--- src/verilog/hart_pkg.sv ---
package hart_pkg;

  localparam int unsigned XLEN       = 32;  // data and address width
  localparam int unsigned REG_ADDR_W = 5;   // register index width

  localparam logic [XLEN-1:0] RESET_ADDR  = 32'h0000_0000;  // first fetch address
  localparam logic [31:0]     NOP_INST    = 32'h0000_0013;  // addi x0, x0, 0 for bubbles
  localparam logic [31:0]     EBREAK_INST = 32'h0010_0073;  // ends the program

  // major opcodes of the supported rv32i subset
  localparam logic [6:0] OP_LUI    = 7'b0110111;
  localparam logic [6:0] OP_JAL    = 7'b1101111;
  localparam logic [6:0] OP_JALR   = 7'b1100111;
  localparam logic [6:0] OP_BRANCH = 7'b1100011;
  localparam logic [6:0] OP_LOAD   = 7'b0000011;
  localparam logic [6:0] OP_STORE  = 7'b0100011;
  localparam logic [6:0] OP_IMM    = 7'b0010011;
  localparam logic [6:0] OP_REG    = 7'b0110011;

  typedef enum logic [3:0] {
    ALU_ADD, ALU_SUB, ALU_AND, ALU_OR, ALU_XOR,
    ALU_SLT, ALU_SLTU, ALU_SLL, ALU_SRL, ALU_SRA
  } alu_op_e;

  typedef enum logic [1:0] {
    WB_ALU, WB_MEM, WB_PC4, WB_IMM  // writeback source, pc4 is the link value of jumps
  } wb_sel_e;

  // control word built in decode, travels with the instruction to writeback
  typedef struct packed {
    alu_op_e alu_op;
    wb_sel_e wb_sel;
    logic    reg_write;
    logic    mem_read;
    logic    mem_write;
    logic    branch;
    logic    jal;
    logic    jalr;
    logic    use_imm;  // second alu operand is the immediate
    logic    halt;
  } ctrl_t;

  typedef struct packed {
    logic            valid;
    logic [31:0]     inst;
    logic [XLEN-1:0] pc;
    ctrl_t           ctrl;
    logic [XLEN-1:0] rs1_data;
    logic [XLEN-1:0] rs2_data;
    logic [XLEN-1:0] imm;
  } id_ex_t;

  typedef struct packed {
    logic            valid;
    logic [31:0]     inst;
    logic [XLEN-1:0] pc;
    logic [XLEN-1:0] next_pc;     // resolved in execute, reported at retire
    ctrl_t           ctrl;
    logic [XLEN-1:0] alu_result;  // also the dmem address of loads and stores
    logic [XLEN-1:0] store_data;
    logic [XLEN-1:0] imm;
  } ex_mem_t;

  typedef ex_mem_t mem_wb_t;  // writeback needs the same fields as memory

  typedef struct packed {
    logic                  valid;
    logic [31:0]           inst;
    logic                  halt;
    logic [XLEN-1:0]       pc;
    logic [XLEN-1:0]       next_pc;
    logic [REG_ADDR_W-1:0] rd_waddr;  // zero when nothing is written
    logic [XLEN-1:0]       rd_wdata;
  } retire_t;

endpackage

--- src/verilog/hart_decode.sv ---
`timescale 1ns/1ps

module hart_decode (
  input  logic [hart_pkg::XLEN-1:0] i_inst,
  output hart_pkg::ctrl_t           o_ctrl,
  output logic [hart_pkg::XLEN-1:0] o_imm,
  output logic                      o_uses_rs1,
  output logic                      o_uses_rs2
);

  logic [6:0]                opcode;
  logic [2:0]                funct3;
  logic                      funct7_b5;  // picks sub over add and sra over srl
  hart_pkg::alu_op_e         alu_sel;    // alu op for the register and immediate forms
  logic [hart_pkg::XLEN-1:0] imm_i;
  logic [hart_pkg::XLEN-1:0] imm_s;
  logic [hart_pkg::XLEN-1:0] imm_b;
  logic [hart_pkg::XLEN-1:0] imm_u;
  logic [hart_pkg::XLEN-1:0] imm_j;

  assign opcode    = i_inst[6:0];
  assign funct3    = i_inst[14:12];
  assign funct7_b5 = i_inst[30];

  // all immediates are sign extended from bit 31
  assign imm_i = {{20{i_inst[31]}}, i_inst[31:20]};
  assign imm_s = {{20{i_inst[31]}}, i_inst[31:25], i_inst[11:7]};
  assign imm_b = {{19{i_inst[31]}}, i_inst[31], i_inst[7], i_inst[30:25], i_inst[11:8], 1'b0};
  assign imm_u = {i_inst[31:12], 12'h000};
  assign imm_j = {{11{i_inst[31]}}, i_inst[31], i_inst[19:12], i_inst[20], i_inst[30:21], 1'b0};

  always_comb begin
    case (funct3)
      3'b000:  alu_sel = (opcode == hart_pkg::OP_REG && funct7_b5) ? hart_pkg::ALU_SUB
                                                                    : hart_pkg::ALU_ADD;
      3'b001:  alu_sel = hart_pkg::ALU_SLL;
      3'b010:  alu_sel = hart_pkg::ALU_SLT;
      3'b011:  alu_sel = hart_pkg::ALU_SLTU;
      3'b100:  alu_sel = hart_pkg::ALU_XOR;
      3'b101:  alu_sel = funct7_b5 ? hart_pkg::ALU_SRA : hart_pkg::ALU_SRL;  // srai has bit 30 too
      3'b110:  alu_sel = hart_pkg::ALU_OR;
      default: alu_sel = hart_pkg::ALU_AND;
    endcase
  end

  always_comb begin
    o_ctrl     = '0;  // anything unknown falls through as a no-op with no register write
    o_uses_rs1 = 1'b0;
    o_uses_rs2 = 1'b0;
    o_imm      = imm_i;
    case (opcode)
      hart_pkg::OP_LUI: begin
        o_ctrl.wb_sel    = hart_pkg::WB_IMM;  // upper immediate goes straight to rd
        o_ctrl.reg_write = 1'b1;
        o_imm            = imm_u;
      end
      hart_pkg::OP_JAL: begin
        o_ctrl.wb_sel    = hart_pkg::WB_PC4;
        o_ctrl.reg_write = 1'b1;
        o_ctrl.jal       = 1'b1;
        o_imm            = imm_j;
      end
      hart_pkg::OP_JALR: begin
        o_ctrl.wb_sel    = hart_pkg::WB_PC4;
        o_ctrl.reg_write = 1'b1;
        o_ctrl.jalr      = 1'b1;
        o_uses_rs1       = 1'b1;
      end
      hart_pkg::OP_BRANCH: begin
        if (funct3 inside {3'b000, 3'b001, 3'b100, 3'b101}) begin  // beq bne blt bge only
          o_ctrl.branch = 1'b1;
          o_uses_rs1    = 1'b1;
          o_uses_rs2    = 1'b1;
        end
        o_imm = imm_b;
      end
      hart_pkg::OP_LOAD: begin
        if (funct3 == 3'b010) begin  // lw, the address comes from the alu add
          o_ctrl.wb_sel    = hart_pkg::WB_MEM;
          o_ctrl.reg_write = 1'b1;
          o_ctrl.mem_read  = 1'b1;
          o_ctrl.use_imm   = 1'b1;
          o_uses_rs1       = 1'b1;
        end
      end
      hart_pkg::OP_STORE: begin
        if (funct3 == 3'b010) begin  // sw
          o_ctrl.mem_write = 1'b1;
          o_ctrl.use_imm   = 1'b1;
          o_uses_rs1       = 1'b1;
          o_uses_rs2       = 1'b1;
        end
        o_imm = imm_s;
      end
      hart_pkg::OP_IMM: begin
        o_ctrl.alu_op    = alu_sel;
        o_ctrl.reg_write = 1'b1;
        o_ctrl.use_imm   = 1'b1;
        o_uses_rs1       = 1'b1;
      end
      hart_pkg::OP_REG: begin
        o_ctrl.alu_op    = alu_sel;
        o_ctrl.reg_write = 1'b1;
        o_uses_rs1       = 1'b1;
        o_uses_rs2       = 1'b1;
      end
      default: ;
    endcase
    if (i_inst == hart_pkg::EBREAK_INST)
      o_ctrl.halt = 1'b1;  // ebreak is only flagged, it writes nothing
  end

endmodule

--- src/verilog/hart_regfile.sv ---
`timescale 1ns/1ps

module hart_regfile (
  input  logic                            i_clk,
  input  logic                            i_rst,
  input  logic [hart_pkg::REG_ADDR_W-1:0] i_rs1_raddr,
  input  logic [hart_pkg::REG_ADDR_W-1:0] i_rs2_raddr,
  output logic [hart_pkg::XLEN-1:0]       o_rs1_rdata,
  output logic [hart_pkg::XLEN-1:0]       o_rs2_rdata,
  input  logic [hart_pkg::REG_ADDR_W-1:0] i_rd_waddr,
  input  logic                            i_rd_wen,
  input  logic [hart_pkg::XLEN-1:0]       i_rd_wdata
);

  // x0 has no storage, index 0 is never written or read
  logic [hart_pkg::XLEN-1:0] regs [1:(2**hart_pkg::REG_ADDR_W)-1];

  always_ff @(posedge i_clk) begin
    if (i_rst) begin
      for (int i = 1; i < 2**hart_pkg::REG_ADDR_W; i++)
        regs[i] <= '0;
    end else if (i_rd_wen && i_rd_waddr != '0) begin
      regs[i_rd_waddr] <= i_rd_wdata;
    end
  end

  // a read of the register being written sees the new value, so writeback
  // never has to be checked for hazards in decode
  assign o_rs1_rdata = (i_rs1_raddr == '0) ? '0 :
                       (i_rd_wen && i_rd_waddr == i_rs1_raddr) ? i_rd_wdata : regs[i_rs1_raddr];
  assign o_rs2_rdata = (i_rs2_raddr == '0) ? '0 :
                       (i_rd_wen && i_rd_waddr == i_rs2_raddr) ? i_rd_wdata : regs[i_rs2_raddr];

endmodule

--- src/verilog/hart_execute.sv ---
`timescale 1ns/1ps

module hart_execute (
  input  hart_pkg::id_ex_t          i_id_ex,
  output logic [hart_pkg::XLEN-1:0] o_alu_result,
  output logic                      o_redirect,
  output logic [hart_pkg::XLEN-1:0] o_target
);

  logic [hart_pkg::XLEN-1:0] op_a;
  logic [hart_pkg::XLEN-1:0] op_b;
  logic [hart_pkg::XLEN-1:0] jalr_sum;  // rs1 + imm before bit 0 is dropped
  logic                      rs_eq;
  logic                      rs_lt;     // signed compare for blt and bge
  logic                      cond;
  logic                      taken;

  assign op_a = i_id_ex.rs1_data;
  assign op_b = i_id_ex.ctrl.use_imm ? i_id_ex.imm : i_id_ex.rs2_data;

  always_comb begin
    case (i_id_ex.ctrl.alu_op)
      hart_pkg::ALU_SUB:  o_alu_result = op_a - op_b;
      hart_pkg::ALU_AND:  o_alu_result = op_a & op_b;
      hart_pkg::ALU_OR:   o_alu_result = op_a | op_b;
      hart_pkg::ALU_XOR:  o_alu_result = op_a ^ op_b;
      hart_pkg::ALU_SLT:  o_alu_result = {{(hart_pkg::XLEN-1){1'b0}}, $signed(op_a) < $signed(op_b)};
      hart_pkg::ALU_SLTU: o_alu_result = {{(hart_pkg::XLEN-1){1'b0}}, op_a < op_b};
      hart_pkg::ALU_SLL:  o_alu_result = op_a << op_b[4:0];  // shift amount is the low five bits
      hart_pkg::ALU_SRL:  o_alu_result = op_a >> op_b[4:0];
      hart_pkg::ALU_SRA:  o_alu_result = $unsigned($signed(op_a) >>> op_b[4:0]);
      default:            o_alu_result = op_a + op_b;  // add, also load and store addresses
    endcase
  end

  // branches always compare the two registers, never the immediate
  assign rs_eq = i_id_ex.rs1_data == i_id_ex.rs2_data;
  assign rs_lt = $signed(i_id_ex.rs1_data) < $signed(i_id_ex.rs2_data);

  always_comb begin
    case (i_id_ex.inst[14:12])
      3'b000:  cond = rs_eq;   // beq
      3'b001:  cond = !rs_eq;  // bne
      3'b100:  cond = rs_lt;   // blt
      3'b101:  cond = !rs_lt;  // bge
      default: cond = 1'b0;
    endcase
  end

  assign taken      = (i_id_ex.ctrl.branch && cond) || i_id_ex.ctrl.jal || i_id_ex.ctrl.jalr;
  assign o_redirect = i_id_ex.valid && taken;  // bubbles never redirect

  assign jalr_sum = i_id_ex.rs1_data + i_id_ex.imm;
  assign o_target = i_id_ex.ctrl.jalr ? {jalr_sum[hart_pkg::XLEN-1:1], 1'b0}
                                      : i_id_ex.pc + i_id_ex.imm;

endmodule

--- src/verilog/hart_hazard.sv ---
`timescale 1ns/1ps

module hart_hazard (
  input  logic [hart_pkg::REG_ADDR_W-1:0] i_rs1,
  input  logic [hart_pkg::REG_ADDR_W-1:0] i_rs2,
  input  logic                            i_uses_rs1,
  input  logic                            i_uses_rs2,
  input  logic                            i_if_id_valid,
  input  logic [hart_pkg::REG_ADDR_W-1:0] i_ex_rd,
  input  logic                            i_ex_reg_write,
  input  logic [hart_pkg::REG_ADDR_W-1:0] i_mem_rd,
  input  logic                            i_mem_reg_write,
  output logic                            o_stall
);

  logic rs1_hit;  // rs1 still waits on an older result
  logic rs2_hit;

  // writeback is left out because the register file passes same-cycle writes through
  assign rs1_hit = i_uses_rs1 && (i_rs1 != '0) &&
                   ((i_ex_reg_write && i_rs1 == i_ex_rd) || (i_mem_reg_write && i_rs1 == i_mem_rd));
  assign rs2_hit = i_uses_rs2 && (i_rs2 != '0) &&
                   ((i_ex_reg_write && i_rs2 == i_ex_rd) || (i_mem_reg_write && i_rs2 == i_mem_rd));

  assign o_stall = i_if_id_valid && (rs1_hit || rs2_hit);

endmodule

--- src/verilog/hart.sv ---
`timescale 1ns/1ps

module hart (
  input  logic                        i_clk,
  input  logic                        i_rst,
  output logic [hart_pkg::XLEN-1:0]   o_imem_raddr,
  input  logic [hart_pkg::XLEN-1:0]   i_imem_rdata,
  output logic [hart_pkg::XLEN-1:0]   o_dmem_addr,
  output logic                        o_dmem_ren,
  output logic                        o_dmem_wen,
  output logic [hart_pkg::XLEN-1:0]   o_dmem_wdata,
  output logic [hart_pkg::XLEN/8-1:0] o_dmem_mask,
  input  logic [hart_pkg::XLEN-1:0]   i_dmem_rdata,
  output hart_pkg::retire_t           o_retire
);

  logic [hart_pkg::XLEN-1:0]       pc_q;         // fetch address
  logic [hart_pkg::XLEN-1:0]       if_id_pc;     // address of the word now on i_imem_rdata
  logic                            if_id_valid;
  logic                            stall;
  logic                            hold;         // stall that survives a redirect
  logic                            id_fire;      // decode hands a real instruction to execute
  logic                            redirect;
  logic [hart_pkg::XLEN-1:0]       target;
  logic [hart_pkg::XLEN-1:0]       alu_result;
  hart_pkg::ctrl_t                 dec_ctrl;
  logic [hart_pkg::XLEN-1:0]       dec_imm;
  logic                            dec_uses_rs1;
  logic                            dec_uses_rs2;
  logic [hart_pkg::XLEN-1:0]       rs1_rdata;
  logic [hart_pkg::XLEN-1:0]       rs2_rdata;
  hart_pkg::id_ex_t                id_ex_d;
  hart_pkg::id_ex_t                id_ex_q;
  hart_pkg::ex_mem_t               ex_mem_q;
  hart_pkg::mem_wb_t               mem_wb_q;
  logic [hart_pkg::XLEN-1:0]       wb_data;
  logic                            rd_wen;
  logic [hart_pkg::REG_ADDR_W-1:0] rd_waddr;

  assign hold    = stall && !redirect;  // a squash always beats a stall
  assign id_fire = if_id_valid && !stall && !redirect;

  // imem answers one clock late, so while stalled the decode word is fetched again
  assign o_imem_raddr = hold ? if_id_pc : pc_q;

  always_ff @(posedge i_clk) begin
    if (i_rst) begin
      pc_q        <= hart_pkg::RESET_ADDR;
      if_id_valid <= 1'b0;
    end else if (redirect) begin
      pc_q        <= target;
      if_id_valid <= 1'b0;  // the word fetched this cycle is on the wrong path
    end else if (!hold) begin
      pc_q        <= pc_q + 32'd4;
      if_id_valid <= 1'b1;
    end
  end

  always_ff @(posedge i_clk) begin
    if (!hold)
      if_id_pc <= pc_q;
  end

  hart_decode decode_i (.i_inst(i_imem_rdata), .o_ctrl(dec_ctrl), .o_imm(dec_imm),
                        .o_uses_rs1(dec_uses_rs1), .o_uses_rs2(dec_uses_rs2));

  hart_regfile regfile_i (.i_clk(i_clk), .i_rst(i_rst),
                          .i_rs1_raddr(i_imem_rdata[19:15]), .i_rs2_raddr(i_imem_rdata[24:20]),
                          .o_rs1_rdata(rs1_rdata), .o_rs2_rdata(rs2_rdata),
                          .i_rd_waddr(rd_waddr), .i_rd_wen(rd_wen), .i_rd_wdata(wb_data));

  hart_hazard hazard_i (.i_rs1(i_imem_rdata[19:15]), .i_rs2(i_imem_rdata[24:20]),
                        .i_uses_rs1(dec_uses_rs1), .i_uses_rs2(dec_uses_rs2),
                        .i_if_id_valid(if_id_valid),
                        .i_ex_rd(id_ex_q.inst[11:7]),
                        .i_ex_reg_write(id_ex_q.valid && id_ex_q.ctrl.reg_write),
                        .i_mem_rd(ex_mem_q.inst[11:7]),
                        .i_mem_reg_write(ex_mem_q.valid && ex_mem_q.ctrl.reg_write),
                        .o_stall(stall));

  always_comb begin
    id_ex_d.valid    = id_fire;
    id_ex_d.inst     = id_fire ? i_imem_rdata : hart_pkg::NOP_INST;  // bubble is a plain nop
    id_ex_d.pc       = if_id_pc;
    id_ex_d.ctrl     = id_fire ? dec_ctrl : '0;
    id_ex_d.rs1_data = rs1_rdata;
    id_ex_d.rs2_data = rs2_rdata;
    id_ex_d.imm      = dec_imm;
  end

  always_ff @(posedge i_clk) begin
    if (i_rst) begin
      id_ex_q.valid <= 1'b0;
      id_ex_q.ctrl  <= '0;
    end else begin
      id_ex_q <= id_ex_d;
    end
  end

  hart_execute execute_i (.i_id_ex(id_ex_q), .o_alu_result(alu_result),
                          .o_redirect(redirect), .o_target(target));

  always_ff @(posedge i_clk) begin
    if (i_rst) begin
      ex_mem_q.valid <= 1'b0;
      ex_mem_q.ctrl  <= '0;
    end else begin
      ex_mem_q.valid      <= id_ex_q.valid;
      ex_mem_q.inst       <= id_ex_q.inst;
      ex_mem_q.pc         <= id_ex_q.pc;
      ex_mem_q.next_pc    <= redirect ? target : id_ex_q.pc + 32'd4;
      ex_mem_q.ctrl       <= id_ex_q.ctrl;
      ex_mem_q.alu_result <= alu_result;
      ex_mem_q.store_data <= id_ex_q.rs2_data;
      ex_mem_q.imm        <= id_ex_q.imm;
    end
  end

  // memory stage drives the dmem port, load data comes back in writeback
  assign o_dmem_addr  = ex_mem_q.alu_result;
  assign o_dmem_ren   = ex_mem_q.valid && ex_mem_q.ctrl.mem_read;
  assign o_dmem_wen   = ex_mem_q.valid && ex_mem_q.ctrl.mem_write;
  assign o_dmem_wdata = ex_mem_q.store_data;
  assign o_dmem_mask  = '1;  // word accesses only

  always_ff @(posedge i_clk) begin
    if (i_rst) begin
      mem_wb_q.valid <= 1'b0;
      mem_wb_q.ctrl  <= '0;
    end else begin
      mem_wb_q <= ex_mem_q;
    end
  end

  always_comb begin
    case (mem_wb_q.ctrl.wb_sel)
      hart_pkg::WB_MEM: wb_data = i_dmem_rdata;
      hart_pkg::WB_PC4: wb_data = mem_wb_q.pc + 32'd4;  // link address of jal and jalr
      hart_pkg::WB_IMM: wb_data = mem_wb_q.imm;
      default:          wb_data = mem_wb_q.alu_result;
    endcase
  end

  assign rd_wen   = mem_wb_q.valid && mem_wb_q.ctrl.reg_write;
  assign rd_waddr = rd_wen ? mem_wb_q.inst[11:7] : '0;

  assign o_retire.valid    = mem_wb_q.valid;  // one strobe per instruction, in order
  assign o_retire.inst     = mem_wb_q.inst;
  assign o_retire.halt     = mem_wb_q.ctrl.halt;
  assign o_retire.pc       = mem_wb_q.pc;
  assign o_retire.next_pc  = mem_wb_q.next_pc;
  assign o_retire.rd_waddr = rd_waddr;
  assign o_retire.rd_wdata = wb_data;

endmodule

--- config.mk ---
export PLATFORM = sky130hd
export DESIGN_NAME = hart
export DESIGN_NICKNAME = d
export VERILOG_FILES = /design/src/verilog/hart_pkg.sv /design/src/verilog/hart_decode.sv /design/src/verilog/hart_regfile.sv /design/src/verilog/hart_execute.sv /design/src/verilog/hart_hazard.sv /design/src/verilog/hart.sv
export SDC_FILE = /design/constraint.sdc
export NUM_CORES = 2
export LEC_CHECK = 0
export ABC_CLOCK_PERIOD_IN_PS = 31100
export BUFFER_PORTS_ARGS = -buffer_cell sky130_fd_sc_hd__buf_2
export CORE_MARGIN = 2
export CORE_UTILIZATION = 40
export DETAILED_ROUTE_END_ITERATION = 10
export HOLD_SLACK_MARGIN = 0.15
export SYNTH_ARGS = -nofsm -noshare
export SYNTH_HDL_FRONTEND = slang
export SYNTH_SLANG_ARGS = --single-unit
export TNS_END_PERCENT = 100
--- constraint.sdc ---
create_clock -name i_clk -period 31.1 [get_ports i_clk]
set_input_delay 1.555 -clock i_clk [delete_from_list [all_inputs] [get_ports i_clk]]
set_output_delay 1.555 -clock i_clk [all_outputs]
set_load 0.01 [all_outputs]
==> summary.txt <==
Timing
  – Actual slew at the worst max-slew pin: 1.18 ns
  – Final Hold Viols: 0
  – Max-Slew Margin vs Limit: 21.3%
  – Setup TNS: 0 ns
  – Fin. max-slew vios: 0
  – Min cycle time layout: 6.99 ns
  – Final setup violating endpoints: 0
  – Max Freq: 143 MHz
  – Worst Skew: 0.0805 ns
  – Final critical-path share of the clock period: 22.5%
  – RSZ-0062 raised after global routing: false

Finish
  – Final layout net count: 7133
  – Layout cell share with drive strength beyond 1: 21.5%
  – Layout area overhead: 10.8%
  – Final core area utilization: 44.7%
  – Fillcell total: 19700
  – Design area: 0.0983 mm²

Placement
  – HPWL after DPL: 228000 µm
  – Placer Congestion: 0.991
  – Count of input and output buffers: 298
  – Placed inst area: 0.0926 mm²

Floorplanning
  – I/O pins: 303
  – Die Y: 475 µm
  – Initial Util: 40.3%
  – Rows: 172
  – Area of the core: 0.220 mm²
  – Die ar.: 0.226 mm²
  – Die Span X: 475 µm

Global route
  – Total gr overflow: 0
  – First-pass GRT wire length: 477000 µm
  – Largest net degree at the start of global routing: 103
  – Vias in the first global route: 61000
  – Initial antenna violation count: 18
  – Total global routing track utilization: 30.3%

Pwr
  – VDD IR max: 41.1 µV
  – Cell Int Power: 4.01 mW
  – P_leak: 36.4 nW
  – Switching pwr: 1.68 mW
  – Switching Share: 29.5%
  – Logic pwr share: 17.2%
  – Sequential share of power: 45.8%
  – P per Cell Area: 57.8 mW/mm²
  – Clock Power Share: 37.0%

Routing
  – Via count: 63300
  – DRT iter0 DRCs: 10000
  – Routed WL per cell: 34.7 µm
  – DRC viols: 0
  – Post-DRT Antenna Nets: 0
  – First-pass detailed-route iteration total: 6
  – Total routed wirelength: 346000 µm
  – Via-to-Cell Ratio: 6.34

Synthesis
  – Area fraction of the dominant cell type after synthesis: 52.0%
  – Most used flip-flop cell after synthesis: edfxtp_1
  – Synth warn: 0
  – Post-synth ARST share: 0%
  – Sequential area share after synthesis: 54.0%
  – Average size of a mapped cell: 12.8 µm²
  – Mapped Area: 0.0888 mm²
  – Cells after synthesis: 6918
  – Commonest cells in the netlist: edfxtp_1, nor2_1, mux4_2
  – FF+latch count, synth: 1628
  – Area leader, netlist: edfxtp_1
  – Most common cell in the synthesized netlist: edfxtp_1
  – Post-synth EDFFs: 1536
  – Yosys cell types: 96
  – Synth top area cells: edfxtp_1, mux4_2, nor2_1, ha_1, dfxtp_1

Hold path
  – Hold Path End: o_retire[108]
  – WHS Path Cells: 0
  – Hold Startpoint: ex_mem_q[180]
  – Hold WC Path Type: flip-flop to flip-flop

Critical path
  – Reg2reg setup slack: 25.45 ns
  – Critical Path Start Type: flip-flop
  – Crit-path max FO: 32
  – Worst setup EP type: primary output
  – Arr. time, crit path: 5.44 ns
  – Reg-to-reg endpoint: o_dmem_addr[25]
  – CP Data Required Time: 29.55 ns
  – Critical R2R Launch: id_ex_q[97]
  – Critical path class: flip-flop to primary output
  – R2R cell count: 14

Clocking
  – Setup bufs post-CTS: 0
  – Clock transition at path regs: 0.07 ns
  – Hold buffers post-CTS: 0
  – CTS Sinks: 1628
  – CTS tree: yes
  – Worst-Skew Late Latency: 0.87 ns
  – CTS H-tree lvls: 4
  – Cts bufs inserted: 176
  – Deepest clock path buffer count: 3
  – # resized after CTS: 0
  – Root Driver: clkbuf_16

Run status
  – Status: completed

Flow run
  – Max cap viols: 0
==> layout make-up <==
cell class	count	area [µm²]	share of cell area [%]
flip-flops and latches	1628	48000	48.8
multi-input cells	4420	37500	38.1
clock buffers	232	4730	4.81
well taps	2958	3700	3.76
repair buffers	445	2700	2.74
clock inverters	93	1000	1.02
inverters	198	753	0.766
diodes	8	20.0	0.0204
==> power groups by stage <==
| stage | Combinational [mW] | Clock, mW | Sequential (mW) |
|---|---|---|---|
| floorplan | 0.604 | 0 | 2.61 |
| detailed placement | 0.952 | 0 | 2.65 |
| CTS | 0.956 | 2.12 | 2.60 |
| global placement | 0.949 | 0 | 2.64 |
| global route | 1.02 | 2.21 | 2.61 |
| finish | 0.977 | 2.11 | 2.60 |
==> state kept, by name (all words and copies together), names as in the netlist <==
signal / flops
o_dmem_addr: 32
o_dmem_wdata: 32
regfile_i.regs: 1024
if_id_valid: 1
pc_q: 32
mem_wb_q: 67
id_ex_q: 175
if_id_pc: 32
o_retire: 98
ex_mem_q: 135
==> cell families (layout without fill, tap and decap cells) <==
group	after synthesis	in the layout	synth area share, %
other cells	2	44	0.00846
flops	1628	1628	54.0
fa+ha+maj	198	198	2.83
xor+xnor	172	172	1.70
simple gates	2145	2145	10.2
mux	870	870	19.2
buf+inv	904	968	4.64
compound gates	999	999	7.35
==> placed cells by master, fill, tap and decap left out, types with 63 or more instances in the layout <==
cell type	Yosys	final
a21oi_1	289	264
xor2_1	79	79
mux2i_1	166	164
edfxtp_1	1536	1536
ha_1	194	194
nand3_1	73	72
nand2_1	338	292
buf_2	34	288
clkbuf_16	0	178
nor3_1	68	65
inv_1	191	191
a21o_1	64	63
nor2_1	1374	1374
buf_4	166	148
dfxtp_1	92	88
o21ai_0	170	170
mux4_2	662	662
a211oi_1	107	107
xnor2_1	93	93
==> worst max-delay path, cell delays in order, from the launching register on <==
cell	delay, ns
edfxtp_1	0.36
buf_4	0.24
ha_1	0.41
nand4_1	0.18
nor4_2	0.50
nand2_1	0.13
or4_1	0.51
nand4_1	0.11
mux2i_1	0.12
nor3_4	0.16
buf_4	0.28
inv_2	0.20
nor2_4	0.75
mux2_2	0.42
buf_2	0.14
==> how the worst max path moves through the flow <==
stage | from | to | slack (ns) | depth (start not counted)
6_report | id_ex_q[95] | o_imem_raddr[31] | 24.11 | 14
3_3_place_gp | i_imem_rdata[15] | o_imem_raddr[31] | 24.59 | 10
3_5_place_dp | i_imem_rdata[15] | o_imem_raddr[31] | 24.56 | 10
4_1_cts | id_ex_q[95] | o_imem_raddr[23] | 24.03 | 14
2_1_floorplan | i_rst | regfile_i.regs[12][0] | 6.89 | 4
5_1_grt | id_ex_q[95] | o_imem_raddr[23] | 23.74 | 14
==> layer usage <==
| layer | part of all wire, % | vias to the layer above | GRT usage (%) |
|---|---|---|---|
| met2 | 46 | 4372 | 46.9 |
| li1 | - | 25800 | - |
| met4 | 7.2 | 8 | 18.6 |
| met1 | 36 | 32200 | 38.5 |
| met3 | 11 | 865 | 6.98 |
| met5 | 0.015 | - | 0 |
==> through the flow <==
stage               total power, mW  hold WS, ns  setup slack [ns]  cells
CTS                            5.68        0.411             24.03   9974
finish                         5.69        0.413             24.11   9982
global route                   5.83        0.420             23.74   9976
detailed placement             3.60        0.405             24.56   9649
global placement               3.59        0.401             24.59   9649
floorplan                      3.22        0.400              6.89   6952
Power figures use the tool's default switching activity.
